### config.mk
export PLATFORM = sky130hd
export DESIGN_NAME = dmem
export DESIGN_NICKNAME = d
export VERILOG_FILES = /design/src/hdl/mips_pkg.sv /design/src/hdl/dmem.sv
export SDC_FILE = /design/constraint.sdc
export NUM_CORES = 2
export LEC_CHECK = 0
export BUFFER_PORTS_ARGS = -buffer_cell sky130_fd_sc_hd__buf_2
export CORE_ASPECT_RATIO = 1.2
export CORE_MARGIN = 2
export CORE_UTILIZATION = 40
export DETAILED_ROUTE_END_ITERATION = 10
export PLACE_DENSITY = 0.65
export REMOVE_ABC_BUFFERS = 1
export SLEW_MARGIN = 20
export SYNTH_ARGS = -nofsm -noshare
export SYNTH_HDL_FRONTEND = slang
export SYNTH_SLANG_ARGS = --single-unit
### constraint.sdc
create_clock -name clock -period 9.5 [get_ports clock]
set_input_delay 2.85 -clock clock [delete_from_list [all_inputs] [get_ports clock]]
set_output_delay 2.85 -clock clock [all_outputs]
set_load 0.02 [all_outputs]
### src/hdl/mips_pkg.sv
`default_nettype none

package mips_pkg;

    typedef logic [31:0] word_t;                        // Data and address word
    typedef logic [4:0]  reg_addr_t;                    // Register index

    localparam reg_addr_t REG_RA     = 5'd31;           // Link register of jal
    localparam int        DMEM_WORDS = 64;
    localparam int        DMEM_AW    = $clog2(DMEM_WORDS);

    // Primary opcodes, instruction bits 31:26
    localparam logic [5:0] OPCODE_R     = 6'h00;
    localparam logic [5:0] OPCODE_J     = 6'h02;
    localparam logic [5:0] OPCODE_JAL   = 6'h03;
    localparam logic [5:0] OPCODE_BEQ   = 6'h04;
    localparam logic [5:0] OPCODE_BNE   = 6'h05;
    localparam logic [5:0] OPCODE_ADDIU = 6'h09;
    localparam logic [5:0] OPCODE_LW    = 6'h23;
    localparam logic [5:0] OPCODE_SW    = 6'h2b;

    // Function codes of R-type, bits 5:0
    localparam logic [5:0] FUNCT_ADDU = 6'h21;
    localparam logic [5:0] FUNCT_SUBU = 6'h23;
    localparam logic [5:0] FUNCT_AND  = 6'h24;
    localparam logic [5:0] FUNCT_OR   = 6'h25;
    localparam logic [5:0] FUNCT_SLT  = 6'h2a;
    localparam logic [5:0] FUNCT_JR   = 6'h08;

    typedef enum logic [2:0] {ALU_ADD, ALU_SUB, ALU_AND, ALU_OR, ALU_SLT} alu_ctrl_t;
    typedef enum logic [1:0] {SEL_PC_PLUS4, SEL_PC_BRANCH, SEL_PC_JUMP, SEL_PC_REG} sel_pc_t;
    typedef enum logic [1:0] {SEL_RESULT_DMEM, SEL_RESULT_ALU, SEL_RESULT_LINK} sel_result_t;
    typedef enum logic [1:0] {SEL_WA_RT, SEL_WA_RD, SEL_WA_RA} sel_wa_t;

    typedef struct packed {
        alu_ctrl_t   alu_ctrl;
        logic        rf_we;
        logic        sel_alu_b;                         // Immediate on ALU port B
        sel_pc_t     sel_pc;
        sel_result_t sel_result;
        sel_wa_t     sel_wa;
        logic        dmem_we;
        logic        is_branch;
        logic        branch_ne;                         // Taken on not equal
        logic        reads_rs;                          // Used by hazard check
        logic        reads_rt;
    } ctrl_t;

    typedef struct packed {
        word_t instruction;
        word_t pc_plus4;
    } decode_t;

    typedef struct packed {
        ctrl_t     ctrl;
        word_t     rd0;
        word_t     rd1;
        word_t     sign_imm;
        reg_addr_t wa0;                                 // rt field
        reg_addr_t wa1;                                 // rd field
        word_t     pc_plus4;
    } execute_t;

    typedef struct packed {
        ctrl_t     ctrl;
        reg_addr_t rf_wa;
        word_t     alu_out;
        logic      zero;
        word_t     dmem_wd;
        word_t     pc_plus4;
        word_t     branch_addr;                         // Target for beq and bne
    } memory_t;

    typedef struct packed {
        sel_result_t sel_result;
        logic        rf_we;
        reg_addr_t   rf_wa;
        word_t       alu_out;
        word_t       dmem_rd;
        word_t       pc_plus4;
    } writeback_t;

endpackage

`default_nettype wire

### src/hdl/dmem.sv
`timescale 1ns/1ns
`default_nettype none

module dmem (
    input  logic            clock,
    input  logic            reset,
    input  logic            we,
    input  mips_pkg::word_t addr,                   // Byte address
    input  mips_pkg::word_t wd,
    output mips_pkg::word_t rd
);
    import mips_pkg::*;

    word_t              mem [DMEM_WORDS];
    logic [DMEM_AW-1:0] index;

    assign index = addr[DMEM_AW+1:2];               // Word index

    always_ff @(posedge clock) begin
        if (reset) begin
            for (int i = 0; i < DMEM_WORDS; i++) begin
                mem[i] <= '0;
            end
        end else if (we) begin
            mem[index] <= wd;
        end
    end

    assign rd = mem[index];                         // Asynchronous read

endmodule

`default_nettype wire

# After elaboration in Yosys (flattened, before gate mapping)

Memory sizes are Yosys's and may differ from the RTL's.
Index checks and enable logic that the tools add are counted.

Output and inout port bits: 32
Memories: 1
Logic and storage cells: 10
Bits in writable memories: 2048
Flip-flop bits (word level): 0

Reduce and logical (&&, ||, !) cells: 1
Muxes and demuxes: 8

Memory list:

| name | depth | width | rd ports | clocked after Yosys merged registers in | write ports | line       | RTL |
|---|---|---|---|---|---|---|---|
| mem  | 64    | 32    | 1        | 0                                       | 64          | dmem.sv:14 | `word_t mem [DMEM_WORDS];` |

Operators with widths:

| cell              | count |
|---|---|
| $mux W32          | 1 |
| $reduce_or A32 Y1 | 1 |
| $mux W1           | 6 |
| $mux W6           | 1 |

# Depth between registers and ports, before layout

Depth after elaboration: 5
Mapped depth: 11

# Least setup slack after synthesis

No wires, ideal clock.

Kind: input -> output
Start point: input port addr[4]
End point: output port rd[1]
Setup slack: 1.863 ns
Required time: 6.650 ns
Data arrival time: 4.787 ns
Stages on the path: 9
Cells stage by stage: buf_6 buf_6 buf_6 buf_2 buf_1 mux4_2 mux2i_1 o22ai_1 or4_1

Word-level cells in the longest chain between the ends: 1

RTL lines:

| item               | line       | RTL |
|---|---|---|
| start: declaration | dmem.sv:8  | `input mips_pkg::word_t addr,` |
| $mem_v2 Z64 W32    | -          |  |
| end: declaration   | dmem.sv:10 | `output mips_pkg::word_t rd` |

Every way passes these cells.

# Worst setup path after layout

Start point: input port addr[3]
End point: output port rd[4]

The elaborated chain is that of the path after synthesis.

==> impl_metrics.env <==
export IMPL_path_buf_inv=3
export IMPL_vias_per_cell=5.96
export IMPL_die_area_um2=236000
export IMPL_power_frac_comb_pct=8.3
export IMPL_critPathRequiredTime_ns=6.65
export IMPL_pre_cts_slack_ns=0.320
export IMPL_grt_pass1_vias=59400
export IMPL_cts_sinks=2048
export IMPL_yosys_warnings=0
export IMPL_fin_ws_ns=0.110
export IMPL_path_delay_family="compound AO/OA/AOI/OAI gates"
export IMPL_fin_util_pct=44.7
export IMPL_grt_use_met1_pct=29.6
export IMPL_grt_pass1_wl_um=425000
export IMPL_switching_share_pct=24.1
export IMPL_crit_slowest_cell="or4_1"
export IMPL_syn_cell_area_um2=92800
export IMPL_grt_max_degree=71
export IMPL_dp_cells=9609
export IMPL_hold_viol=0
export IMPL_synth_ff_type="edfxtp_1"
export IMPL_holdPathStages=2
export IMPL_internal_power_mw=15.0
export IMPL_cp_slowest_stage_delay_ns=0.81
export IMPL_overflow=0
export IMPL_setup_viol=0
export IMPL_drive_gt1_share_pct=13.8
export IMPL_use_met2_pct=41.5
export IMPL_top_register="mem"
export IMPL_largest_register_ffs=2048
export IMPL_critPathMostFrequentCell="o21ai_0"
export IMPL_avgSynthCellArea_um2=13.3
export IMPL_ir_drop_uv=128
export IMPL_ys_ff_latch=2048
export IMPL_rsz0062_at_grt="no"
export IMPL_core_area_um2=231000
export IMPL_clockBufferDepth=4
export IMPL_maxSlewHeadroom_pct=4.42
export IMPL_power_switching_mw=4.77
export IMPL_area_growth_syn_to_layout_pct=11.2
export IMPL_die_x_um=444
export IMPL_synth_top_area_share_pct=66.3
export IMPL_ios=99
export IMPL_grt_util_met3_pct=4.13
export IMPL_ys_top_cells_by_area="edfxtp_1, and2_1, a22oi_1, a221oi_1, clkbuf_1"
export IMPL_wl_per_cell_um=29.7
export IMPL_fmax_mhz=107
export IMPL_cts_buffers=197
export IMPL_cp_cell_sequence="buf_8 > nor2b_1 > buf_4 > a221oi_1 > a21oi_1 > o21ai_0 > o21ai_0 > or4_1 > buf_2"
export IMPL_pwr_share_seq_pct=53.1
export IMPL_stdcell_count=10000
export IMPL_initial_core_util_pct=40.2
export IMPL_power_density_nw_per_um2=192
export IMPL_crit_fanout=62
export IMPL_ys_seq_area_share_pct=66.3
export IMPL_yosys_area_top_type="edfxtp_1"
export IMPL_dp_hpwl_um=172000
export IMPL_worst_pin_slew_ns=1.43
export IMPL_largestRegisters="mem (2048)"
export IMPL_p_clk_share_pct=38.6
export IMPL_hold_buffers=0
export IMPL_async_flop_share_pct=0
export IMPL_hold_class="in2reg"
export IMPL_postCtsSetupRepairBufs=0
export IMPL_rows=193
export IMPL_place_congestion=0.898
export IMPL_htree_num_levels=4
export IMPL_cts_clk_slew_worst_paths_ns=0.06
export IMPL_drtAntennaViolNets=0
export IMPL_cts_tree="yes"
export IMPL_ctsResizeCount=0
export IMPL_grt_total_usage_pct=24.6
export IMPL_leakage_nw=35.3
export IMPL_power_total_mw=19.8
export IMPL_crit_path_start_kind="primary input"
export IMPL_top_usage_layer="met2"
export IMPL_end_kind="output port"
export IMPL_antenna_found_initial=34
export IMPL_routed_wl_um=297000
export IMPL_ys_types=57
export IMPL_synth_edf_count=2048
export IMPL_dr_pass1_iters=8
export IMPL_crit_cells=9
export IMPL_arrival_ns=6.54
export IMPL_status="finished clean"
export IMPL_cts_root_buf="clkbuf_16"
export IMPL_drc_errors=0
export IMPL_cap_violations=0
export IMPL_fin_nets=6853
export IMPL_dieHeight_um=532
export IMPL_netlist_instances=6970
export IMPL_crit_type="in2out"
export IMPL_period_share_pct=98.8
export IMPL_finalMaxSlewViolations=0
export IMPL_drtIter0Drc=7959
export IMPL_period_minus_slack_ns=9.39
export IMPL_timing_hold_ws_ns=2.45
export IMPL_io_buffers=72
export IMPL_num_vias=59800
## cell type report
class | count | area, um2
Fill cell | 20200 | 127000
Sequential cell | 2048 | 61500
Multi-Input combinational cell | 4149 | 28400
Clock buffer | 234 | 5070
Tap cell | 3022 | 3780
Timing Repair Buffer | 387 | 3290
Clock inverter | 113 | 958
Antenna cell | 76 | 190
Inverter | 3 | 18.8
## synthesized netlist by cell type (13+ instances only)
master / instances
o221ai_1: 18
or3_1: 16
mux4_2: 34
o21ai_0: 170
mux2i_1: 152
edfxtp_1: 2048
a22o_1: 21
or2_2: 83
a211oi_1: 26
a22oi_1: 374
nand2_1: 80
o22ai_1: 162
nor2_1: 180
a21oi_1: 136
buf_4: 18
buf_2: 90
o211ai_1: 40
or4_1: 16
buf_1: 85
mux2_2: 101
and2_1: 2051
nor2_2: 18
clkbuf_1: 566
nor3_1: 43
a221o_1: 41
o31ai_1: 13
nor4_1: 16
a221oi_1: 291
## through the flow
stage          TNS [ns]  cell area, um2
2_1_floorplan  -2490.85           89700
6_report              0          103000
3_3_place_gp          0           96900
5_1_grt               0          103000
4_1_cts               0          103000
3_5_place_dp          0           96900
## power by group through the flow
stage	Combinational, mW	Sequential, mW	Clock, mW
after floorplan	0.698	10.7	0
after global placement	1.60	10.7	0
after detailed placement	1.62	10.7	0
after CTS	1.62	10.5	7.66
after global routing	1.70	10.6	7.99
final	1.64	10.5	7.64
## cells in the final DEF (no fill, tap or decap), types with 41 or more instances in the layout
master / instances
mux2i_1: 152
edfxtp_1: 2048
nand2_1: 80
diode_2: 76
o21ai_0: 170
clkbuf_16: 197
a21oi_1: 136
nor2_1: 133
mux2_2: 101
o22ai_1: 162
buf_12: 43
nor2_2: 61
a22oi_1: 374
or2_2: 81
buf_4: 272
and2_1: 2049
a221o_1: 41
a221oi_1: 291
buf_2: 69
clkinv_1: 43
## cell families after synthesis
logic type	after synthesis	share of synthesized area [%]
buffers and inverters	773	3.41
multiplexers	287	3.69
AO/OA/AOI/OAI	1326	10.3
flip-flops	2048	66.3
AND/OR/NAND/NOR	2536	16.4
## per-layer routing
metal  routed length (um)  part of all wire, %
met5                   66                0.022
met4                19200                  6.4
met3                26700                  9.0
met2               146000                   49
met1               106000                   36
## worst paths after layout
check	end	slack, ns	start
worst max-delay path	rd[4]	0.11	addr[3]
worst min-delay path	mem[39][3]$_SDFFCE_PN0P_	2.45	wd[3]
No activity file was read; power rests on OpenSTA's default activity.
