$ cat config.mk
export PLATFORM = sky130hd
export DESIGN_NAME = flusher
export DESIGN_NICKNAME = d
export VERILOG_FILES = /design/src/hdl/mips_pkg.sv /design/src/hdl/flusher.sv
export SDC_FILE = /design/constraint.sdc
export NUM_CORES = 1
export LEC_CHECK = 0
export ABC_AREA = 1
export BUFFER_PORTS_ARGS = -buffer_cell sky130_fd_sc_hd__buf_4
export CAP_MARGIN = 15
export CORE_MARGIN = 4
export CORE_UTILIZATION = 35
export CTS_BUF_LIST = sky130_fd_sc_hd__clkbuf_2
export DETAILED_ROUTE_END_ITERATION = 10
export PLACE_DENSITY = 0.95
export SETUP_SLACK_MARGIN = 0.2
export SLEW_MARGIN = 20
export SYNTH_ARGS = -nofsm -noshare
export SYNTH_HDL_FRONTEND = slang
export SYNTH_SLANG_ARGS = --single-unit
$ cat constraint.sdc
create_clock -name clock -period 1.3 [get_ports clock]
set_input_delay 0.195 -clock clock [delete_from_list [all_inputs] [get_ports clock]]
set_output_delay 0.195 -clock clock [all_outputs]
set_load 0.05 [all_outputs]
$ cat src/hdl/mips_pkg.sv
`default_nettype none

package mips_pkg;

    typedef logic [31:0] word_t;                        // Data and address word
    typedef logic [4:0]  reg_addr_t;                    // Register index

    localparam reg_addr_t REG_RA     = 5'd31;           // Link register of jal
    localparam int        DMEM_WORDS = 64;
    localparam int        DMEM_AW    = $clog2(DMEM_WORDS);

    // Primary opcodes, instruction bits 31:26
    localparam logic [5:0] OPCODE_R     = 6'h00;
    localparam logic [5:0] OPCODE_J     = 6'h02;
    localparam logic [5:0] OPCODE_JAL   = 6'h03;
    localparam logic [5:0] OPCODE_BEQ   = 6'h04;
    localparam logic [5:0] OPCODE_BNE   = 6'h05;
    localparam logic [5:0] OPCODE_ADDIU = 6'h09;
    localparam logic [5:0] OPCODE_LW    = 6'h23;
    localparam logic [5:0] OPCODE_SW    = 6'h2b;

    // Function codes of R-type, bits 5:0
    localparam logic [5:0] FUNCT_ADDU = 6'h21;
    localparam logic [5:0] FUNCT_SUBU = 6'h23;
    localparam logic [5:0] FUNCT_AND  = 6'h24;
    localparam logic [5:0] FUNCT_OR   = 6'h25;
    localparam logic [5:0] FUNCT_SLT  = 6'h2a;
    localparam logic [5:0] FUNCT_JR   = 6'h08;

    typedef enum logic [2:0] {ALU_ADD, ALU_SUB, ALU_AND, ALU_OR, ALU_SLT} alu_ctrl_t;
    typedef enum logic [1:0] {SEL_PC_PLUS4, SEL_PC_BRANCH, SEL_PC_JUMP, SEL_PC_REG} sel_pc_t;
    typedef enum logic [1:0] {SEL_RESULT_DMEM, SEL_RESULT_ALU, SEL_RESULT_LINK} sel_result_t;
    typedef enum logic [1:0] {SEL_WA_RT, SEL_WA_RD, SEL_WA_RA} sel_wa_t;

    typedef struct packed {
        alu_ctrl_t   alu_ctrl;
        logic        rf_we;
        logic        sel_alu_b;                         // Immediate on ALU port B
        sel_pc_t     sel_pc;
        sel_result_t sel_result;
        sel_wa_t     sel_wa;
        logic        dmem_we;
        logic        is_branch;
        logic        branch_ne;                         // Taken on not equal
        logic        reads_rs;                          // Used by hazard check
        logic        reads_rt;
    } ctrl_t;

    typedef struct packed {
        word_t instruction;
        word_t pc_plus4;
    } decode_t;

    typedef struct packed {
        ctrl_t     ctrl;
        word_t     rd0;
        word_t     rd1;
        word_t     sign_imm;
        reg_addr_t wa0;                                 // rt field
        reg_addr_t wa1;                                 // rd field
        word_t     pc_plus4;
    } execute_t;

    typedef struct packed {
        ctrl_t     ctrl;
        reg_addr_t rf_wa;
        word_t     alu_out;
        logic      zero;
        word_t     dmem_wd;
        word_t     pc_plus4;
        word_t     branch_addr;                         // Target for beq and bne
    } memory_t;

    typedef struct packed {
        sel_result_t sel_result;
        logic        rf_we;
        reg_addr_t   rf_wa;
        word_t       alu_out;
        word_t       dmem_rd;
        word_t       pc_plus4;
    } writeback_t;

endpackage

`default_nettype wire

$ cat src/hdl/flusher.sv
`timescale 1ns/1ns
`default_nettype none

module flusher (
    input  logic                clock,
    input  logic                reset,
    input  mips_pkg::word_t     instruction,        // Decode-stage instruction
    input  mips_pkg::ctrl_t     d_ctrl,
    input  mips_pkg::reg_addr_t e_wa,
    input  logic                e_we,
    input  mips_pkg::reg_addr_t m_wa,
    input  logic                m_we,
    output logic                stall,              // Hold PC and decode
    output logic                bubble              // Hold PC and clear decode
);
    import mips_pkg::*;

    reg_addr_t rs;
    reg_addr_t rt;
    logic      d_redirect;
    logic      e_redirect;                          // Branch or jr in execute
    logic      m_redirect;                          // Branch or jr in memory

    // Source still owed by an older instruction
    function automatic logic in_flight(reg_addr_t ra, reg_addr_t e_dst, logic e_wr,
                                       reg_addr_t m_dst, logic m_wr);
        return (ra != '0) && ((e_wr && ra == e_dst) || (m_wr && ra == m_dst));
    endfunction

    assign rs = instruction[25:21];
    assign rt = instruction[20:16];

    assign stall = (d_ctrl.reads_rs && in_flight(rs, e_wa, e_we, m_wa, m_we))
                || (d_ctrl.reads_rt && in_flight(rt, e_wa, e_we, m_wa, m_we));

    assign d_redirect = d_ctrl.is_branch || (d_ctrl.sel_pc == SEL_PC_REG);

    always_ff @(posedge clock) begin
        if (reset) begin
            e_redirect <= 1'b0;
            m_redirect <= 1'b0;
        end else begin
            e_redirect <= d_redirect && !stall;     // Enters execute only when not held
            m_redirect <= e_redirect;
        end
    end

    // Stall wins so a held branch stays in decode
    assign bubble = (d_redirect || e_redirect || m_redirect) && !stall;

    // Writeback drains a producer within two cycles plus one of margin
    assert property (@(posedge clock) disable iff (reset) stall [*3] |=> !stall);

endmodule

`default_nettype wire

### After elaboration in Yosys (flattened, before gate mapping)

Cells that the tools add are included.

* bits of input ports: 62
* logic and storage cells: 26
* output and inout bits: 2
* bits in registers: 2

* equal/unequal tests: 5
* reduce and logical (&&, ||, !) cells: 19

Operators with widths (number)
* $eq 5x5->1: 4
* $logic_and 1x1->1: 10
* $reduce_bool 5->1: 2
* $logic_or 1x1->1: 6
* $eq 2x2->1 const B: 1
* $logic_not 1->1: 1

### Depth between registers and ports, before layout

* word-level depth: 8
* gate-level depth with buffers: 9
* gate-level depth less buffers: 9

### Least setup slack after synthesis

Ideal clock, no wire load.

* path kind: input port to output port
* start point: in instruction[24]
* end point: out bubble
* setup slack: -0.368 ns
* arrival: 1.473 ns
* path buffers: 0
* required time: 1.105 ns
* cell stages on the path: 7
* cells stage by stage: inv_1 > nand4_1 > o21ai_1 > inv_1 > nand2_1 > nand2_2 > nor2_1

* longest elaborated chain between the ends: 8
* elaborated cells on any way between the ends: 11

RTL lines
* start, declared: RTL line flusher.sv:7 `input mips_pkg::word_t instruction,`
* $eq 5x5->1: RTL line flusher.sv:27 `return (ra != '0) && ((e_wr && ra == e_dst) || (m_wr && ra == m_dst));`
* $logic_and 1x1->1: RTL line flusher.sv:27
* $logic_or 1x1->1: RTL line flusher.sv:27
* $logic_and 1x1->1 *: RTL line flusher.sv:27
* $logic_and 1x1->1 *: RTL line flusher.sv:33 `assign stall = (d_ctrl.reads_rs && in_flight(rs, e_wa, e_we, m_wa, m_we))`
* $logic_or 1x1->1 *: RTL line flusher.sv:34 `|| (d_ctrl.reads_rt && in_flight(rt, e_wa, e_we, m_wa, m_we));`
* named net stall: RTL line flusher.sv:13 `output logic stall,`
* $logic_not 1->1 *: RTL line flusher.sv:49 `assign bubble = (d_redirect || e_redirect || m_redirect) && !stall;`
* $logic_and 1x1->1 *: RTL line flusher.sv:49
* end, declared: RTL line flusher.sv:14 `output logic bubble`

Mark *: on every way through the listed nets, which the timed path passes. The rest lies on a longest branch.

### Worst setup path in the final report

* start point: in instruction[21]
* end point: out bubble

* longest elaborated chain between the ends: 8
* elaborated cells on any way between the ends: 11

RTL lines (RTL line)
* $eq 5x5->1: flusher.sv:27
* $logic_and 1x1->1: flusher.sv:27
* $logic_or 1x1->1: flusher.sv:27
* $logic_and 1x1->1 *: flusher.sv:27
* $logic_and 1x1->1 *: flusher.sv:33
* $logic_or 1x1->1 *: flusher.sv:34
* $logic_not 1->1 *: flusher.sv:49
* $logic_and 1x1->1 *: flusher.sv:49

Mark *: on every way between the ends. The rest lies on a longest branch, timed or not.

==> impl_metrics.json <==
{
  "vdd_drop_max_mv": 0.215,
  "syn-instance-count": 116,
  "hold_path_class": "in -> reg",
  "clk_pin_slew_ns": 0.03,
  "grt_pass1_vias": 753,
  "skew_ns": 0.00689,
  "area_delta_synth_final_pct": 69.2,
  "drc": 0,
  "drtPass1Iterations": 4,
  "cts-htree-levels": 1,
  "fin_crit_sh_pct": 98.3,
  "clockBufferDepth": 2,
  "cts_buffers": 3,
  "period_needed_ns": 1.28,
  "synth_nets": 178,
  "numPortBuffers": 30,
  "wl_per_cell_um": 10.4,
  "cts_root_buffer": "clkbuf_2",
  "yosys-top-cells-area": "nand2_1, nor2_1, inv_1",
  "start_kind": "input port",
  "crit_chain": "buf_6 -> inv_4 -> nand4_1 -> o21ai_1 -> inv_1 -> nand2_2 -> nand2_8 -> nor2_4 -> buf_6",
  "drt_wl_total_um": 1710,
  "final_util_pct": 63.6,
  "ys_seq_area_share_pct": 8.08,
  "dp_slack_ns": -0.0364,
  "outcome": "complete, no violations",
  "vias_per_cell": 4.77,
  "drive_gt1_share_pct": 40.9,
  "postRouteAntennaNets": 0,
  "avgSynthCellArea_um2": 4.27,
  "overflow": 0,
  "core_area_um2": 1320,
  "clk-insertion-delay-late_ns": 0.19,
  "endpoint_kind": "primary output",
  "synth_warnings": 0,
  "nets": 213,
  "die_area_um2": 2080,
  "cts.hold.buffers_added": 0,
  "ys_types": 12,
  "slowest_delay_ns": 0.16,
  "row_count": 13,
  "worst_slack_ns": 0.0225,
  "grt_max_degree": 6,
  "slowest_stage": "buf_6",
  "max_freq_ghz": 0.783,
  "fin_tns_setup_ns": 0,
  "final_cell_mix": "nand2_1, buf_4, inv_2",
  "layout_commonest_cell": "nand2_1",
  "relSlewSlack_pct": 84.1,
  "crit_arrival_ns": 1.08,
  "start_util_pct": 37.6,
  "setup_viol": 0,
  "vias": 782,
  "cts_setup_buffers": 0,
  "die_h_um": 45.6,
  "worst_pin_slew_ns": 0.237,
  "hold_viol": 0,
  "yosys.area.top_type": "nand2_1",
  "rsz0062_at_grt": "true",
  "cts_tree": "built",
  "synth.cell_area_um2": 495,
  "drv_slew": 0,
  "crit_top_cell": "buf_6",
  "drtIter0Drc": 25,
  "required_ns": 1.11,
  "hpwlAfterDp_um": 1400,
  "p_leak_nw": 0.530,
  "boundaryPins": 64,
  "criticalPathCategory": "in -> out",
  "cap_violations": 0,
  "grt_first_pass_wirelength_um": 2650,
  "diodes": 0,
  "total_power_w": 0.000423,
  "gp_congestion": 0.904,
  "fp.dieW_um": 45.6,
  "clock_sinks": 2,
  "netlist.area_leader.share_pct": 44.7,
  "power.density_nw_per_um2": 504,
  "ys_ff_latch": 2,
  "antenna_found_initial": 0,
  "crit_fanout": 5,
  "globalRouteTotalUtil_pct": 16.9
}
-- kinds of logic (layout without fill, tap and decap cells) --
| kind of cell | Yosys count | count (layout) | synth area share (%) |
|---|---|---|---|
| and+or+nand+nor | 87 | 87 | 69.9 |
| DFF | 2 | 2 | 8.08 |
| buffers and inverters | 23 | 56 | 17.4 |
| AOI/OAI and AO/OA | 4 | 4 | 4.55 |
-- Yosys cell counts, drive strengths merged --
| cell | count |
|---|---|
| a21o | 1 |
| dfxtp | 2 |
| nand3 | 5 |
| inv | 23 |
| o21ai | 3 |
| nor3 | 1 |
| nand4 | 1 |
| nor2 | 20 |
| nand2 | 60 |
-- per-stage QoR --
stage / instances / instance area (um^2) / hold WS, ns
2_1_floorplan: 116 / 524 / 0.266
3_3_place_gp: 161 / 768 / 0.364
3_5_place_dp: 161 / 768 / 0.367
4_1_cts: 164 / 838 / 0.158
5_1_grt: 164 / 838 / 0.157
6_report: 164 / 838 / 0.168
-- per-layer routing --
| layer | up-vias | share of wire, % | track usage, % |
|---|---|---|---|
| li1 | 404 | - | - |
| met1 | 341 | 36 | 15.9 |
| met2 | 37 | 54 | 37.0 |
| met3 | 0 | 10 | 2.77 |
| met4 | 0 | 0 | 1.75 |
| met5 | - | 0 | 0 |
-- final timing paths --
| path | startpoint | to | slack (ns) | depth (start not counted) |
|---|---|---|---|---|
| worst max-delay path | instruction[21] | bubble | 0.02 | 9 |
| worst min-delay path | reset | m_redirect$_SDFF_PP0_ | 0.17 | 2 |
| worst max register to register | e_redirect$_SDFF_PP0_ | m_redirect$_SDFF_PP0_ | 0.79 | 2 |
| worst min register to register | e_redirect$_SDFF_PP0_ | m_redirect$_SDFF_PP0_ | 0.43 | 2 |
-- area by class of cell --
cell class | count | area (um^2)
clock buffer | 3 | 15.0
inverter | 23 | 91.3
fill | 124 | 479
multi-input combinational | 91 | 410
sequential | 2 | 40.0
tap | 15 | 18.8
timing repair buffer | 30 | 263
-- critical path: cells and delay by family --
kind	cells	cell delay, ns
and+or+nand+nor	4	0.38
AOI/OAI and AO/OA	1	0.15
buffers and inverters	4	0.36
-- registers in the layout, indices dropped and copies added, names as in the netlist --
name / flops
m_redirect: 1
e_redirect: 1
-- power by group --
| part | switching, W | internal (W) | leakage [nW] | total [W] |
|---|---|---|---|---|
| logic | 0.000135 | 0.000124 | 0.500 | 0.000259 |
| clock network | 0.0000338 | 0.0000611 | 0.0125 | 0.0000949 |
| registers | 0.00000257 | 0.0000662 | 0.0166 | 0.0000687 |
| total | 0.000172 | 0.000251 | 0.530 | 0.000423 |
-- timing repair --
action,4_1_cts,5_1_grt
gates cloned,0,0
setup endpoints to repair,2,2
resized for setup,17,0
pin swaps,16,1
No activity file was read; power rests on OpenSTA's default activity.
