## src/hdl/mips_pkg.sv

```systemverilog
`default_nettype none

package mips_pkg;

    typedef logic [31:0] word_t;                        // Data and address word
    typedef logic [4:0]  reg_addr_t;                    // Register index

    localparam reg_addr_t REG_RA     = 5'd31;           // Link register of jal
    localparam int        DMEM_WORDS = 64;
    localparam int        DMEM_AW    = $clog2(DMEM_WORDS);

    // Primary opcodes, instruction bits 31:26
    localparam logic [5:0] OPCODE_R     = 6'h00;
    localparam logic [5:0] OPCODE_J     = 6'h02;
    localparam logic [5:0] OPCODE_JAL   = 6'h03;
    localparam logic [5:0] OPCODE_BEQ   = 6'h04;
    localparam logic [5:0] OPCODE_BNE   = 6'h05;
    localparam logic [5:0] OPCODE_ADDIU = 6'h09;
    localparam logic [5:0] OPCODE_LW    = 6'h23;
    localparam logic [5:0] OPCODE_SW    = 6'h2b;

    // Function codes of R-type, bits 5:0
    localparam logic [5:0] FUNCT_ADDU = 6'h21;
    localparam logic [5:0] FUNCT_SUBU = 6'h23;
    localparam logic [5:0] FUNCT_AND  = 6'h24;
    localparam logic [5:0] FUNCT_OR   = 6'h25;
    localparam logic [5:0] FUNCT_SLT  = 6'h2a;
    localparam logic [5:0] FUNCT_JR   = 6'h08;

    typedef enum logic [2:0] {ALU_ADD, ALU_SUB, ALU_AND, ALU_OR, ALU_SLT} alu_ctrl_t;
    typedef enum logic [1:0] {SEL_PC_PLUS4, SEL_PC_BRANCH, SEL_PC_JUMP, SEL_PC_REG} sel_pc_t;
    typedef enum logic [1:0] {SEL_RESULT_DMEM, SEL_RESULT_ALU, SEL_RESULT_LINK} sel_result_t;
    typedef enum logic [1:0] {SEL_WA_RT, SEL_WA_RD, SEL_WA_RA} sel_wa_t;

    typedef struct packed {
        alu_ctrl_t   alu_ctrl;
        logic        rf_we;
        logic        sel_alu_b;                         // Immediate on ALU port B
        sel_pc_t     sel_pc;
        sel_result_t sel_result;
        sel_wa_t     sel_wa;
        logic        dmem_we;
        logic        is_branch;
        logic        branch_ne;                         // Taken on not equal
        logic        reads_rs;                          // Used by hazard check
        logic        reads_rt;
    } ctrl_t;

    typedef struct packed {
        word_t instruction;
        word_t pc_plus4;
    } decode_t;

    typedef struct packed {
        ctrl_t     ctrl;
        word_t     rd0;
        word_t     rd1;
        word_t     sign_imm;
        reg_addr_t wa0;                                 // rt field
        reg_addr_t wa1;                                 // rd field
        word_t     pc_plus4;
    } execute_t;

    typedef struct packed {
        ctrl_t     ctrl;
        reg_addr_t rf_wa;
        word_t     alu_out;
        logic      zero;
        word_t     dmem_wd;
        word_t     pc_plus4;
        word_t     branch_addr;                         // Target for beq and bne
    } memory_t;

    typedef struct packed {
        sel_result_t sel_result;
        logic        rf_we;
        reg_addr_t   rf_wa;
        word_t       alu_out;
        word_t       dmem_rd;
        word_t       pc_plus4;
    } writeback_t;

endpackage

`default_nettype wire

```

## src/hdl/pipe_reg.sv

```systemverilog
`timescale 1ns/1ns
`default_nettype none

module pipe_reg #(
    parameter type payload_t = logic [31:0]
) (
    input  logic     clock,
    input  logic     reset,
    input  logic     hold,                              // Keep current stage
    input  logic     bubble,                            // Load a no-op
    input  payload_t d,
    output payload_t q
);

    always_ff @(posedge clock) begin
        if (reset || bubble) begin
            q <= '0;                                    // All-zero payload is a no-op
        end else if (!hold) begin
            q <= d;
        end
    end

    // The flusher never asks a stage to keep and clear in the same cycle
    assert property (@(posedge clock) disable iff (reset) !(hold && bubble));

endmodule

`default_nettype wire

```

## src/hdl/regfile.sv

```systemverilog
`timescale 1ns/1ns
`default_nettype none

module regfile (
    input  logic                clock,
    input  logic                we,
    input  mips_pkg::reg_addr_t wa,
    input  mips_pkg::word_t     wd,
    input  mips_pkg::reg_addr_t ra0,
    input  mips_pkg::reg_addr_t ra1,
    input  mips_pkg::reg_addr_t ra2,                // Debug port
    output mips_pkg::word_t     rd0,
    output mips_pkg::word_t     rd1,
    output mips_pkg::word_t     rd2
);
    import mips_pkg::*;

    word_t regs [32];

    // Zero register and write-through bypass
    function automatic word_t read_port(reg_addr_t ra);
        if (ra == '0) return '0;
        if (we && ra == wa) return wd;
        return regs[ra];
    endfunction

    always_ff @(posedge clock) begin
        if (we && wa != '0) begin
            regs[wa] <= wd;
        end
    end

    always_comb begin
        rd0 = read_port(ra0);
        rd1 = read_port(ra1);
        rd2 = read_port(ra2);
    end

    // Writes to $0 are dropped upstream in execute
    assert property (@(posedge clock) !(we && wa == '0 && wd != '0));

endmodule

`default_nettype wire

```

## src/hdl/alu.sv

```systemverilog
`timescale 1ns/1ns
`default_nettype none

module alu (
    input  mips_pkg::word_t     a,
    input  mips_pkg::word_t     b,
    input  mips_pkg::alu_ctrl_t sel,
    output mips_pkg::word_t     y,
    output logic                zero
);
    import mips_pkg::*;

    logic less;

    assign less = $signed(a) < $signed(b);             // Signed compare for slt

    always_comb begin
        case (sel)
            ALU_ADD: y = a + b;                         // addu, addiu, lw, sw
            ALU_SUB: y = a - b;                         // subu, beq, bne
            ALU_AND: y = a & b;
            ALU_OR:  y = a | b;
            ALU_SLT: y = {31'd0, less};
            default: y = '0;
        endcase
    end

    assign zero = (y == '0);

endmodule

`default_nettype wire

```

## src/hdl/datapath.sv

```systemverilog
`timescale 1ns/1ns
`default_nettype none

module datapath (
    input  logic                clock,
    input  logic                reset,
    input  mips_pkg::word_t     instruction,
    output mips_pkg::word_t     pc,
    output mips_pkg::word_t     d_instruction,      // To control unit and flusher
    input  mips_pkg::ctrl_t     ctrl,
    input  logic                stall,
    input  logic                bubble,
    output mips_pkg::reg_addr_t e_wa,
    output logic                e_we,
    output mips_pkg::reg_addr_t m_wa,
    output logic                m_we,
    output logic                dmem_we,
    output mips_pkg::word_t     dmem_addr,
    output mips_pkg::word_t     dmem_wd,
    input  mips_pkg::word_t     dmem_rd,
    input  mips_pkg::reg_addr_t dbg_ra,
    output mips_pkg::word_t     dbg_rd
);
    import mips_pkg::*;

    decode_t    d_in, d_q;
    execute_t   e_in, e_q;
    memory_t    m_in, m_q;
    writeback_t w_in, w_q;

    word_t pc_plus4, jump_addr, alu_b, alu_out, result;
    logic  fetch_jump, branch_taken, jr_taken, alu_zero;

    ////////////////////////////////////////////////////////////////////////////
    // Fetch
    ////////////////////////////////////////////////////////////////////////////

    assign pc_plus4     = pc + 32'd4;
    assign fetch_jump   = (instruction[31:26] == OPCODE_J) || (instruction[31:26] == OPCODE_JAL);
    assign jump_addr    = {pc_plus4[31:28], instruction[25:0], 2'b00};
    assign branch_taken = m_q.ctrl.is_branch && (m_q.zero != m_q.ctrl.branch_ne);
    assign jr_taken     = (e_q.ctrl.sel_pc == SEL_PC_REG);

    always_ff @(posedge clock) begin
        if (reset) begin
            pc <= '0;
        end else if (branch_taken) begin
            pc <= m_q.branch_addr;                  // Resolved in memory
        end else if (jr_taken) begin
            pc <= e_q.rd0;                          // Target from execute
        end else if (!stall && !bubble) begin
            pc <= fetch_jump ? jump_addr : pc_plus4;
        end
    end

    assign d_in.instruction = instruction;
    assign d_in.pc_plus4    = pc_plus4;

    pipe_reg #(.payload_t(decode_t)) decode_register (
        .clock(clock), .reset(reset), .hold(stall), .bubble(bubble), .d(d_in), .q(d_q)
    );

    ////////////////////////////////////////////////////////////////////////////
    // Decode
    ////////////////////////////////////////////////////////////////////////////

    assign d_instruction = d_q.instruction;
    assign e_in.ctrl     = ctrl;
    assign e_in.sign_imm = {{16{d_q.instruction[15]}}, d_q.instruction[15:0]};
    assign e_in.wa0      = d_q.instruction[20:16];
    assign e_in.wa1      = d_q.instruction[15:11];
    assign e_in.pc_plus4 = d_q.pc_plus4;

    regfile rf (
        .clock(clock),
        .we   (w_q.rf_we),                          // From writeback
        .wa   (w_q.rf_wa),
        .wd   (result),
        .ra0  (d_q.instruction[25:21]),
        .ra1  (d_q.instruction[20:16]),
        .ra2  (dbg_ra),
        .rd0  (e_in.rd0),
        .rd1  (e_in.rd1),
        .rd2  (dbg_rd)
    );

    pipe_reg #(.payload_t(execute_t)) execute_register (
        .clock(clock), .reset(reset), .hold(1'b0), .bubble(stall), .d(e_in), .q(e_q)
    );

    ////////////////////////////////////////////////////////////////////////////
    // Execute
    ////////////////////////////////////////////////////////////////////////////

    assign alu_b = e_q.ctrl.sel_alu_b ? e_q.sign_imm : e_q.rd1;

    alu alu_unit (.a(e_q.rd0), .b(alu_b), .sel(e_q.ctrl.alu_ctrl), .y(alu_out), .zero(alu_zero));

    always_comb begin
        case (e_q.ctrl.sel_wa)
            SEL_WA_RD: e_wa = e_q.wa1;
            SEL_WA_RA: e_wa = REG_RA;
            default:   e_wa = e_q.wa0;
        endcase
    end

    assign e_we = e_q.ctrl.rf_we && (e_wa != '0);   // Writes to $0 dropped here

    always_comb begin
        m_in             = '0;
        m_in.ctrl        = e_q.ctrl;
        m_in.ctrl.rf_we  = e_we;
        m_in.rf_wa       = e_wa;
        m_in.alu_out     = alu_out;
        m_in.zero        = alu_zero;
        m_in.dmem_wd     = e_q.rd1;                 // Store data from rt
        m_in.pc_plus4    = e_q.pc_plus4;
        m_in.branch_addr = e_q.pc_plus4 + {e_q.sign_imm[29:0], 2'b00};
    end

    pipe_reg #(.payload_t(memory_t)) memory_register (
        .clock(clock), .reset(reset), .hold(1'b0), .bubble(1'b0), .d(m_in), .q(m_q)
    );

    ////////////////////////////////////////////////////////////////////////////
    // Memory and writeback
    ////////////////////////////////////////////////////////////////////////////

    assign m_wa      = m_q.rf_wa;
    assign m_we      = m_q.ctrl.rf_we;
    assign dmem_we   = m_q.ctrl.dmem_we;
    assign dmem_addr = m_q.alu_out;
    assign dmem_wd   = m_q.dmem_wd;

    assign w_in.sel_result = m_q.ctrl.sel_result;
    assign w_in.rf_we      = m_q.ctrl.rf_we;
    assign w_in.rf_wa      = m_q.rf_wa;
    assign w_in.alu_out    = m_q.alu_out;
    assign w_in.dmem_rd    = dmem_rd;
    assign w_in.pc_plus4   = m_q.pc_plus4;

    pipe_reg #(.payload_t(writeback_t)) writeback_register (
        .clock(clock), .reset(reset), .hold(1'b0), .bubble(1'b0), .d(w_in), .q(w_q)
    );

    always_comb begin
        case (w_q.sel_result)
            SEL_RESULT_DMEM: result = w_q.dmem_rd;
            SEL_RESULT_LINK: result = w_q.pc_plus4 + 32'd4;     // jal links pc+8
            default:         result = w_q.alu_out;
        endcase
    end

endmodule

`default_nettype wire

```

## config.mk

```make
export PLATFORM = sky130hd
export DESIGN_NAME = datapath
export DESIGN_NICKNAME = d
export VERILOG_FILES = /design/src/hdl/mips_pkg.sv /design/src/hdl/pipe_reg.sv /design/src/hdl/regfile.sv /design/src/hdl/alu.sv /design/src/hdl/datapath.sv
export SDC_FILE = /design/constraint.sdc
export NUM_CORES = 2
export LEC_CHECK = 0
export ABC_CLOCK_PERIOD_IN_PS = 8100
export BUFFER_PORTS_ARGS = -buffer_cell sky130_fd_sc_hd__buf_2
export CORE_MARGIN = 1.5
export CORE_UTILIZATION = 36
export DETAILED_ROUTE_END_ITERATION = 8
export PLACE_DENSITY = 0.51
export RECOVER_POWER = 100
export SKIP_CTS_REPAIR_TIMING = 1
export SLEW_MARGIN = 20
export SYNTH_ARGS = -nofsm -noshare
export SYNTH_HDL_FRONTEND = slang
export SYNTH_HIERARCHICAL = 1
export SYNTH_SLANG_ARGS = --single-unit
```

## constraint.sdc

```tcl
create_clock -name clock -period 8.1 [get_ports clock]
set_input_delay 0.405 -clock clock [delete_from_list [all_inputs] [get_ports clock]]
set_output_delay 0.405 -clock clock [all_outputs]
set_load 0.01 [all_outputs]
```

# After elaboration in Yosys (flattened, before gate mapping)
# Memories as Yosys holds them, arrays and structs flattened. A register that Yosys moved wholly into a read port is not among the register bits.
# Cells that the tools add are included.
# totals
ram_bits,1024
ff_bits,476
input_bits,89
rom_bits,0
memories,1
latch_bits,0
out_inout_bits,173
# classes
reduce_logical,21
n_mux,35
mul,0
add_sub_neg,5
shifts,0
n_div,0
n_lt_le_gt_ge,1
eq_ne,14
n_bitwise,2
# mem_list
memory,depth,width,read_ports,rd_ports_with_merged_regs,write_ports,line,text
rf.regs,32,32,3,2,1,regfile.sv:18,word_t regs [32];
# ops
operator,n
$mux 32,16
$pmux 32 s5,1
$add 32x3->32 const B,2
$add 32x32->32,2
$pmux 32 s2,1
$and 32x32->32,1
$logic_not 32->1,1
$lt 32x32->1,1
$or 32x32->32,1
$sub 32x32->32,1
$mux 28,1
$mux 5,4
$eq 5x5->1,3
$logic_not 5->1,3
$eq 6x2->1 const B,2
$mux 1,11
$pmux 5 s2,1
$reduce_bool 5->1,2
$logic_and 1x1->1,7
$eq 2x2->1 const B,3
$eq 3x2->1 const B,2
$eq 3x1->1 const B,1
$eq 3x3->1 const B,1
$logic_not 3->1,1
6 further kinds,9

# Logic depth before layout (Yosys ltp)
# logic_depth
word_depth,6
depth_mapped,19
mapped_depth_nobuf,16

# By module
# Netlist, hierarchy kept.
# by_module_without_submodules
mod,n_inst,area_per_inst_um2,cells_per_inst,seq_area_each_um2
regfile,1,56551.7,3404,30749.5
datapath,1,5936.9,846,640.6
pipe_reg (execute_register),1,5457.7,497,3083.0
pipe_reg (memory_register),1,5381.4,485,3002.9
alu,1,5228.8,804,0.0
pipe_reg (writeback_register),1,3722.3,337,2082.0
pipe_reg (decode_register),1,2348.5,207,1281.2

# Worst setup path after synthesis
# No wires, ideal clock.
# synth_timing
kind,flip-flop to flip-flop
from,register execute_register/q[149] (netlist bit)
to,register memory_register/q[96] (netlist bit)
stages_incl_launch_ff,18
path_slack_ns,4.023
setup_time_ns,0.065
arrival_ns,4.012
period_less_slack_ns,4.077
n_path_buf,2
cell_sequence,dfxtp_1 > clkbuf_1 > buf_1 > mux2_2 > fa_1 > a21o_2 > a211oi_1 > a21oi_2 > xnor2_1 > a2111oi_2 > nand4b_1 > a2111oi_2 > nand4b_1 > a2111oi_2 > and4bb_1 > and4b_1 > mux2i_1 > nor2_1
# synth_between
elab_chain_len,4
word_cells_on_any_way,8
classes_between,add/sub (2); order compare (1); mux (2); bitwise (2); reduce/logical (1)
# synth_lines
element,line,text
"start, declared",pipe_reg.sv:12,output payload_t q
"start signal, assigned",pipe_reg.sv:17,q <= '0;
"start signal, assigned",pipe_reg.sv:19,q <= d;
$mux 32 *,datapath.sv:95,assign alu_b = e_q.ctrl.sel_alu_b ? e_q.sign_imm : e_q.rd1;
named net alu_b[1],datapath.sv:31,"word_t pc_plus4, jump_addr, alu_b, alu_out, result;"
$sub 32x32->32 (tied with other cells),alu.sv:20,ALU_SUB: y = a - b;
$pmux 32 s5 *,alu.sv:18,case (sel)
$logic_not 32->1 *,alu.sv:28,assign zero = (y == '0);
named net alu_zero,datapath.sv:32,"logic fetch_jump, branch_taken, jr_taken, alu_zero;"
"end signal, assigned",pipe_reg.sv:17,
"end signal, assigned",pipe_reg.sv:19,
"end, declared",pipe_reg.sv:12,
# The timed path passes the listed nets; every way through them passes the cells marked *.
# A chain may end at the register's enable or synchronous reset.

# Final worst setup path
# layout_timing
from,register writeback_register/q[96] (netlist bit)
to,memory rf/regs[23][0] (netlist bit) (enable)
# layout_between
elab_chain_len,4
# layout_lines
element,line,text
"start, declared",pipe_reg.sv:12,
"start signal, assigned",pipe_reg.sv:17,
"start signal, assigned",pipe_reg.sv:19,
$reduce_bool 5->1,regfile.sv:28,if (we && wa != '0) begin
$logic_and 1x1->1,regfile.sv:28,
$mux 1,regfile.sv:28,
$mux 1 (implied by the code),regfile.sv:29,regs[wa] <= wd;
"end, declared",regfile.sv:18,
# Several ways; a longest one is shown, not always the timed one.

==> flow_metrics.py <==
metrics = {
    "setup_path": {
        "critPathKind": "reg -> reg",
        "start_kind": "flip-flop",
        "cp.required_ns": 8.49,
        "worst-r2r-setup-slack_ns": 1.41,
        "worstReg2RegEnd": "rf/regs[23][0]$_DFFE_PP_",
        "r2r_start": "writeback_register/q[96]$_SDFFE_PP0N_",
        "critPathLaunch": "writeback_register/q[96]$_SDFFE_PP0N_",
        "worstPathArrival_ns": 7.08,
        "reg2regPathDepth": 3,
        "endpoint_kind": "flip-flop",
        "crit_end": "rf/regs[23][0]$_DFFE_PP_",
        "cp_max_fo": 20,
    },
    "clock_tree": {
        "cts_sinks": 1516,
        "cts_tree": "built",
        "cts_max_path_buffers": 3,
        "cts_root_buffer": "clkbuf_16",
        "cts.reportedPaths.clkPinSlew_ns": 0.06,
        "cts-buffers-inserted": 170,
        "cts_max_level": 4,
        "insertion_delay_ns": 0.86,
    },
    "routing": {
        "drt-initial-drc-count": 8532,
        "viasPerCell": 6.39,
        "remaining_drc_errors": 0,
        "ant_nets": 0,
        "num_vias": 63500,
        "first_pass_iters": 6,
        "wl_per_cell_um": 36.2,
        "wl_um": 359000,
    },
    "timing": {
        "fmax_mhz": 149,
        "fin_tns_setup_ns": 0,
        "finClkSkew_ns": 0.0626,
        "max_slew.worst_pin.slew_ns": 4.99,
        "setup_ws_ns": 1.41,
        "finalCritPeriodShare_pct": 82.6,
        "relSlewSlack_pct": -233,
        "slew_violations": 2666,
        "hold_violations": 0,
        "rsz0062_at_grt": "false",
        "report.final.setup_viol": 0,
        "finalCriticalPeriod_ns": 6.69,
    },
    "finish": {
        "nets": 6973,
        "fin_util_pct": 40.5,
        "area_growth_syn_to_layout_pct": 11.7,
        "design_area_mm2": 0.0941,
        "fillers": 22000,
        "multi_input_area_mm2": 0.0404,
        "drive_above_1_share_pct": 17.8,
        "seq_area_mm2": 0.0406,
    },
    "pwr": {
        "p_per_area_mw_per_mm2": 191,
        "p_comb_share_pct": 9.9,
        "intPower_w": 0.0134,
        "ir_worst_vdd_uv": 173,
        "power.total_w": 0.0180,
        "power.switching_w": 0.00463,
        "switching_share_pct": 25.7,
        "p_leak_nw": 31.7,
        "clockPowerShare_pct": 43.8,
        "power_frac_seq_pct": 46.3,
    },
    "floorplan": {
        "die_w_um": 487,
        "core_area_mm2": 0.233,
        "dieArea_mm2": 0.237,
        "start_util_pct": 36.2,
        "pin_count": 262,
        "fp.dieH_um": 487,
        "row_count": 177,
    },
    "place": {
        "gp_congestion": 0.932,
        "dp_hpwl_um": 229000,
        "place_area_mm2": 0.0884,
        "dp_slack_ns": 2.85,
        "io_buffers": 259,
    },
    "global_route": {
        "globalRouteOverflowTotal": 0,
        "antenna_found_initial": 30,
        "grt_pass1_vias": 60500,
        "grt_start_max_net_pins": 153,
        "grt_usage_pct": 29.5,
        "grt_pass1_wl_um": 489000,
    },
    "logic_synthesis": {
        "syn_area_mm2": 0.0842,
        "synth_cells": 6544,
        "yosysWarnings": 6,
        "synth.avg_cell_area_um2": 12.9,
    },
    "status": {
        "status": "finished, violations left",
        "violations": "capacitance limit, slew limit",
    },
    "flow_run": {
        "maxCapViolCount": 86,
    },
    "worst_hold_path": {
        "hold_path_class": "in -> reg",
    },
}
## cell type report
class                      count  area share (%)
antenna                        8          0.0213
clock buffer                 225            4.92
clock inverter                80            1.01
inverter                     114           0.455
multi-input combinational   4412            43.0
sequential                  1516            43.2
tap                         3043            4.05
timing repair buffer         529            3.39
## metrics by stage
stage,instances,hold slack [ns]
2_1_floorplan,6579,0.425
3_3_place_gp,9536,0.439
3_5_place_dp,9536,0.449
4_1_cts,9841,-0.248
5_1_grt,9922,0.186
6_report,9927,0.203
## power by group through the flow
| stage | registers [W] | clock network (W) | logic [W] |
|---|---|---|---|
| global placement | 0.00850 | 0 | 0.00170 |
| finish | 0.00834 | 0.00789 | 0.00178 |
| CTS | 0.00833 | 0.00797 | 0.00171 |
| floorplan | 0.00846 | 0 | 0.00111 |
| global route | 0.00834 | 0.00828 | 0.00186 |
| detailed placement | 0.00850 | 0 | 0.00171 |
## cell usage in the layout (no fill, tap or decap), types with 127 or more instances in the layout
cell and instances:
nand2_1 245, mux4_2 574, o21ai_0 197, nor2_1 649, dfxtp_1 484, edfxtp_1 1024
a21oi_1 255, mux2i_1 850, clkbuf_16 174, ha_1 138, o22ai_1 127, clkbuf_1 272
## worst min-delay path by stage
stage / from / slack [ns] / cells after the start / end
after floorplan: memory_register/q[26]$_SDFFE_PP0N_ / 0.42 / 2 / pc[26]$_SDFFE_PP0P_
after global placement: memory_register/q[6]$_SDFFE_PP0N_ / 0.44 / 2 / pc[6]$_SDFFE_PP0P_
after detailed placement: memory_register/q[11]$_SDFFE_PP0N_ / 0.45 / 2 / pc[11]$_SDFFE_PP0P_
after CTS: instruction[26] / -0.25 / 3 / decode_register/q[58]$_SDFFE_PP0N_
after global routing: stall / 0.19 / 3 / decode_register/q[37]$_SDFFE_PP0N_
final: stall / 0.20 / 3 / decode_register/q[41]$_SDFFE_PP0N_
## registers in the layout, summed over array words and instances, names as in the netlist
name	count
decode_register/q	64
execute_register/q	152
memory_register/q	140
pc	32
rf/regs	1024
writeback_register/q	104
## worst max-delay path: stages, from the launching register on
cell	delay, ns
dfxtp_1	0.75
nand3_1	0.75
nor2_1	2.51
clkbuf_1	2.15
## metal layers
| metal | wire length [um] | global-route usage [%] | part of all wire [%] |
|---|---|---|---|
| met2 | 159000 | 45.0 | 44 |
| met1 | 143000 | 40.1 | 40 |
| met4 | 18600 | 13.1 | 5.2 |
| met5 | 65 | 0 | 0.018 |
| met3 | 38900 | 6.70 | 11 |
(Power assumes the default switching activity.)
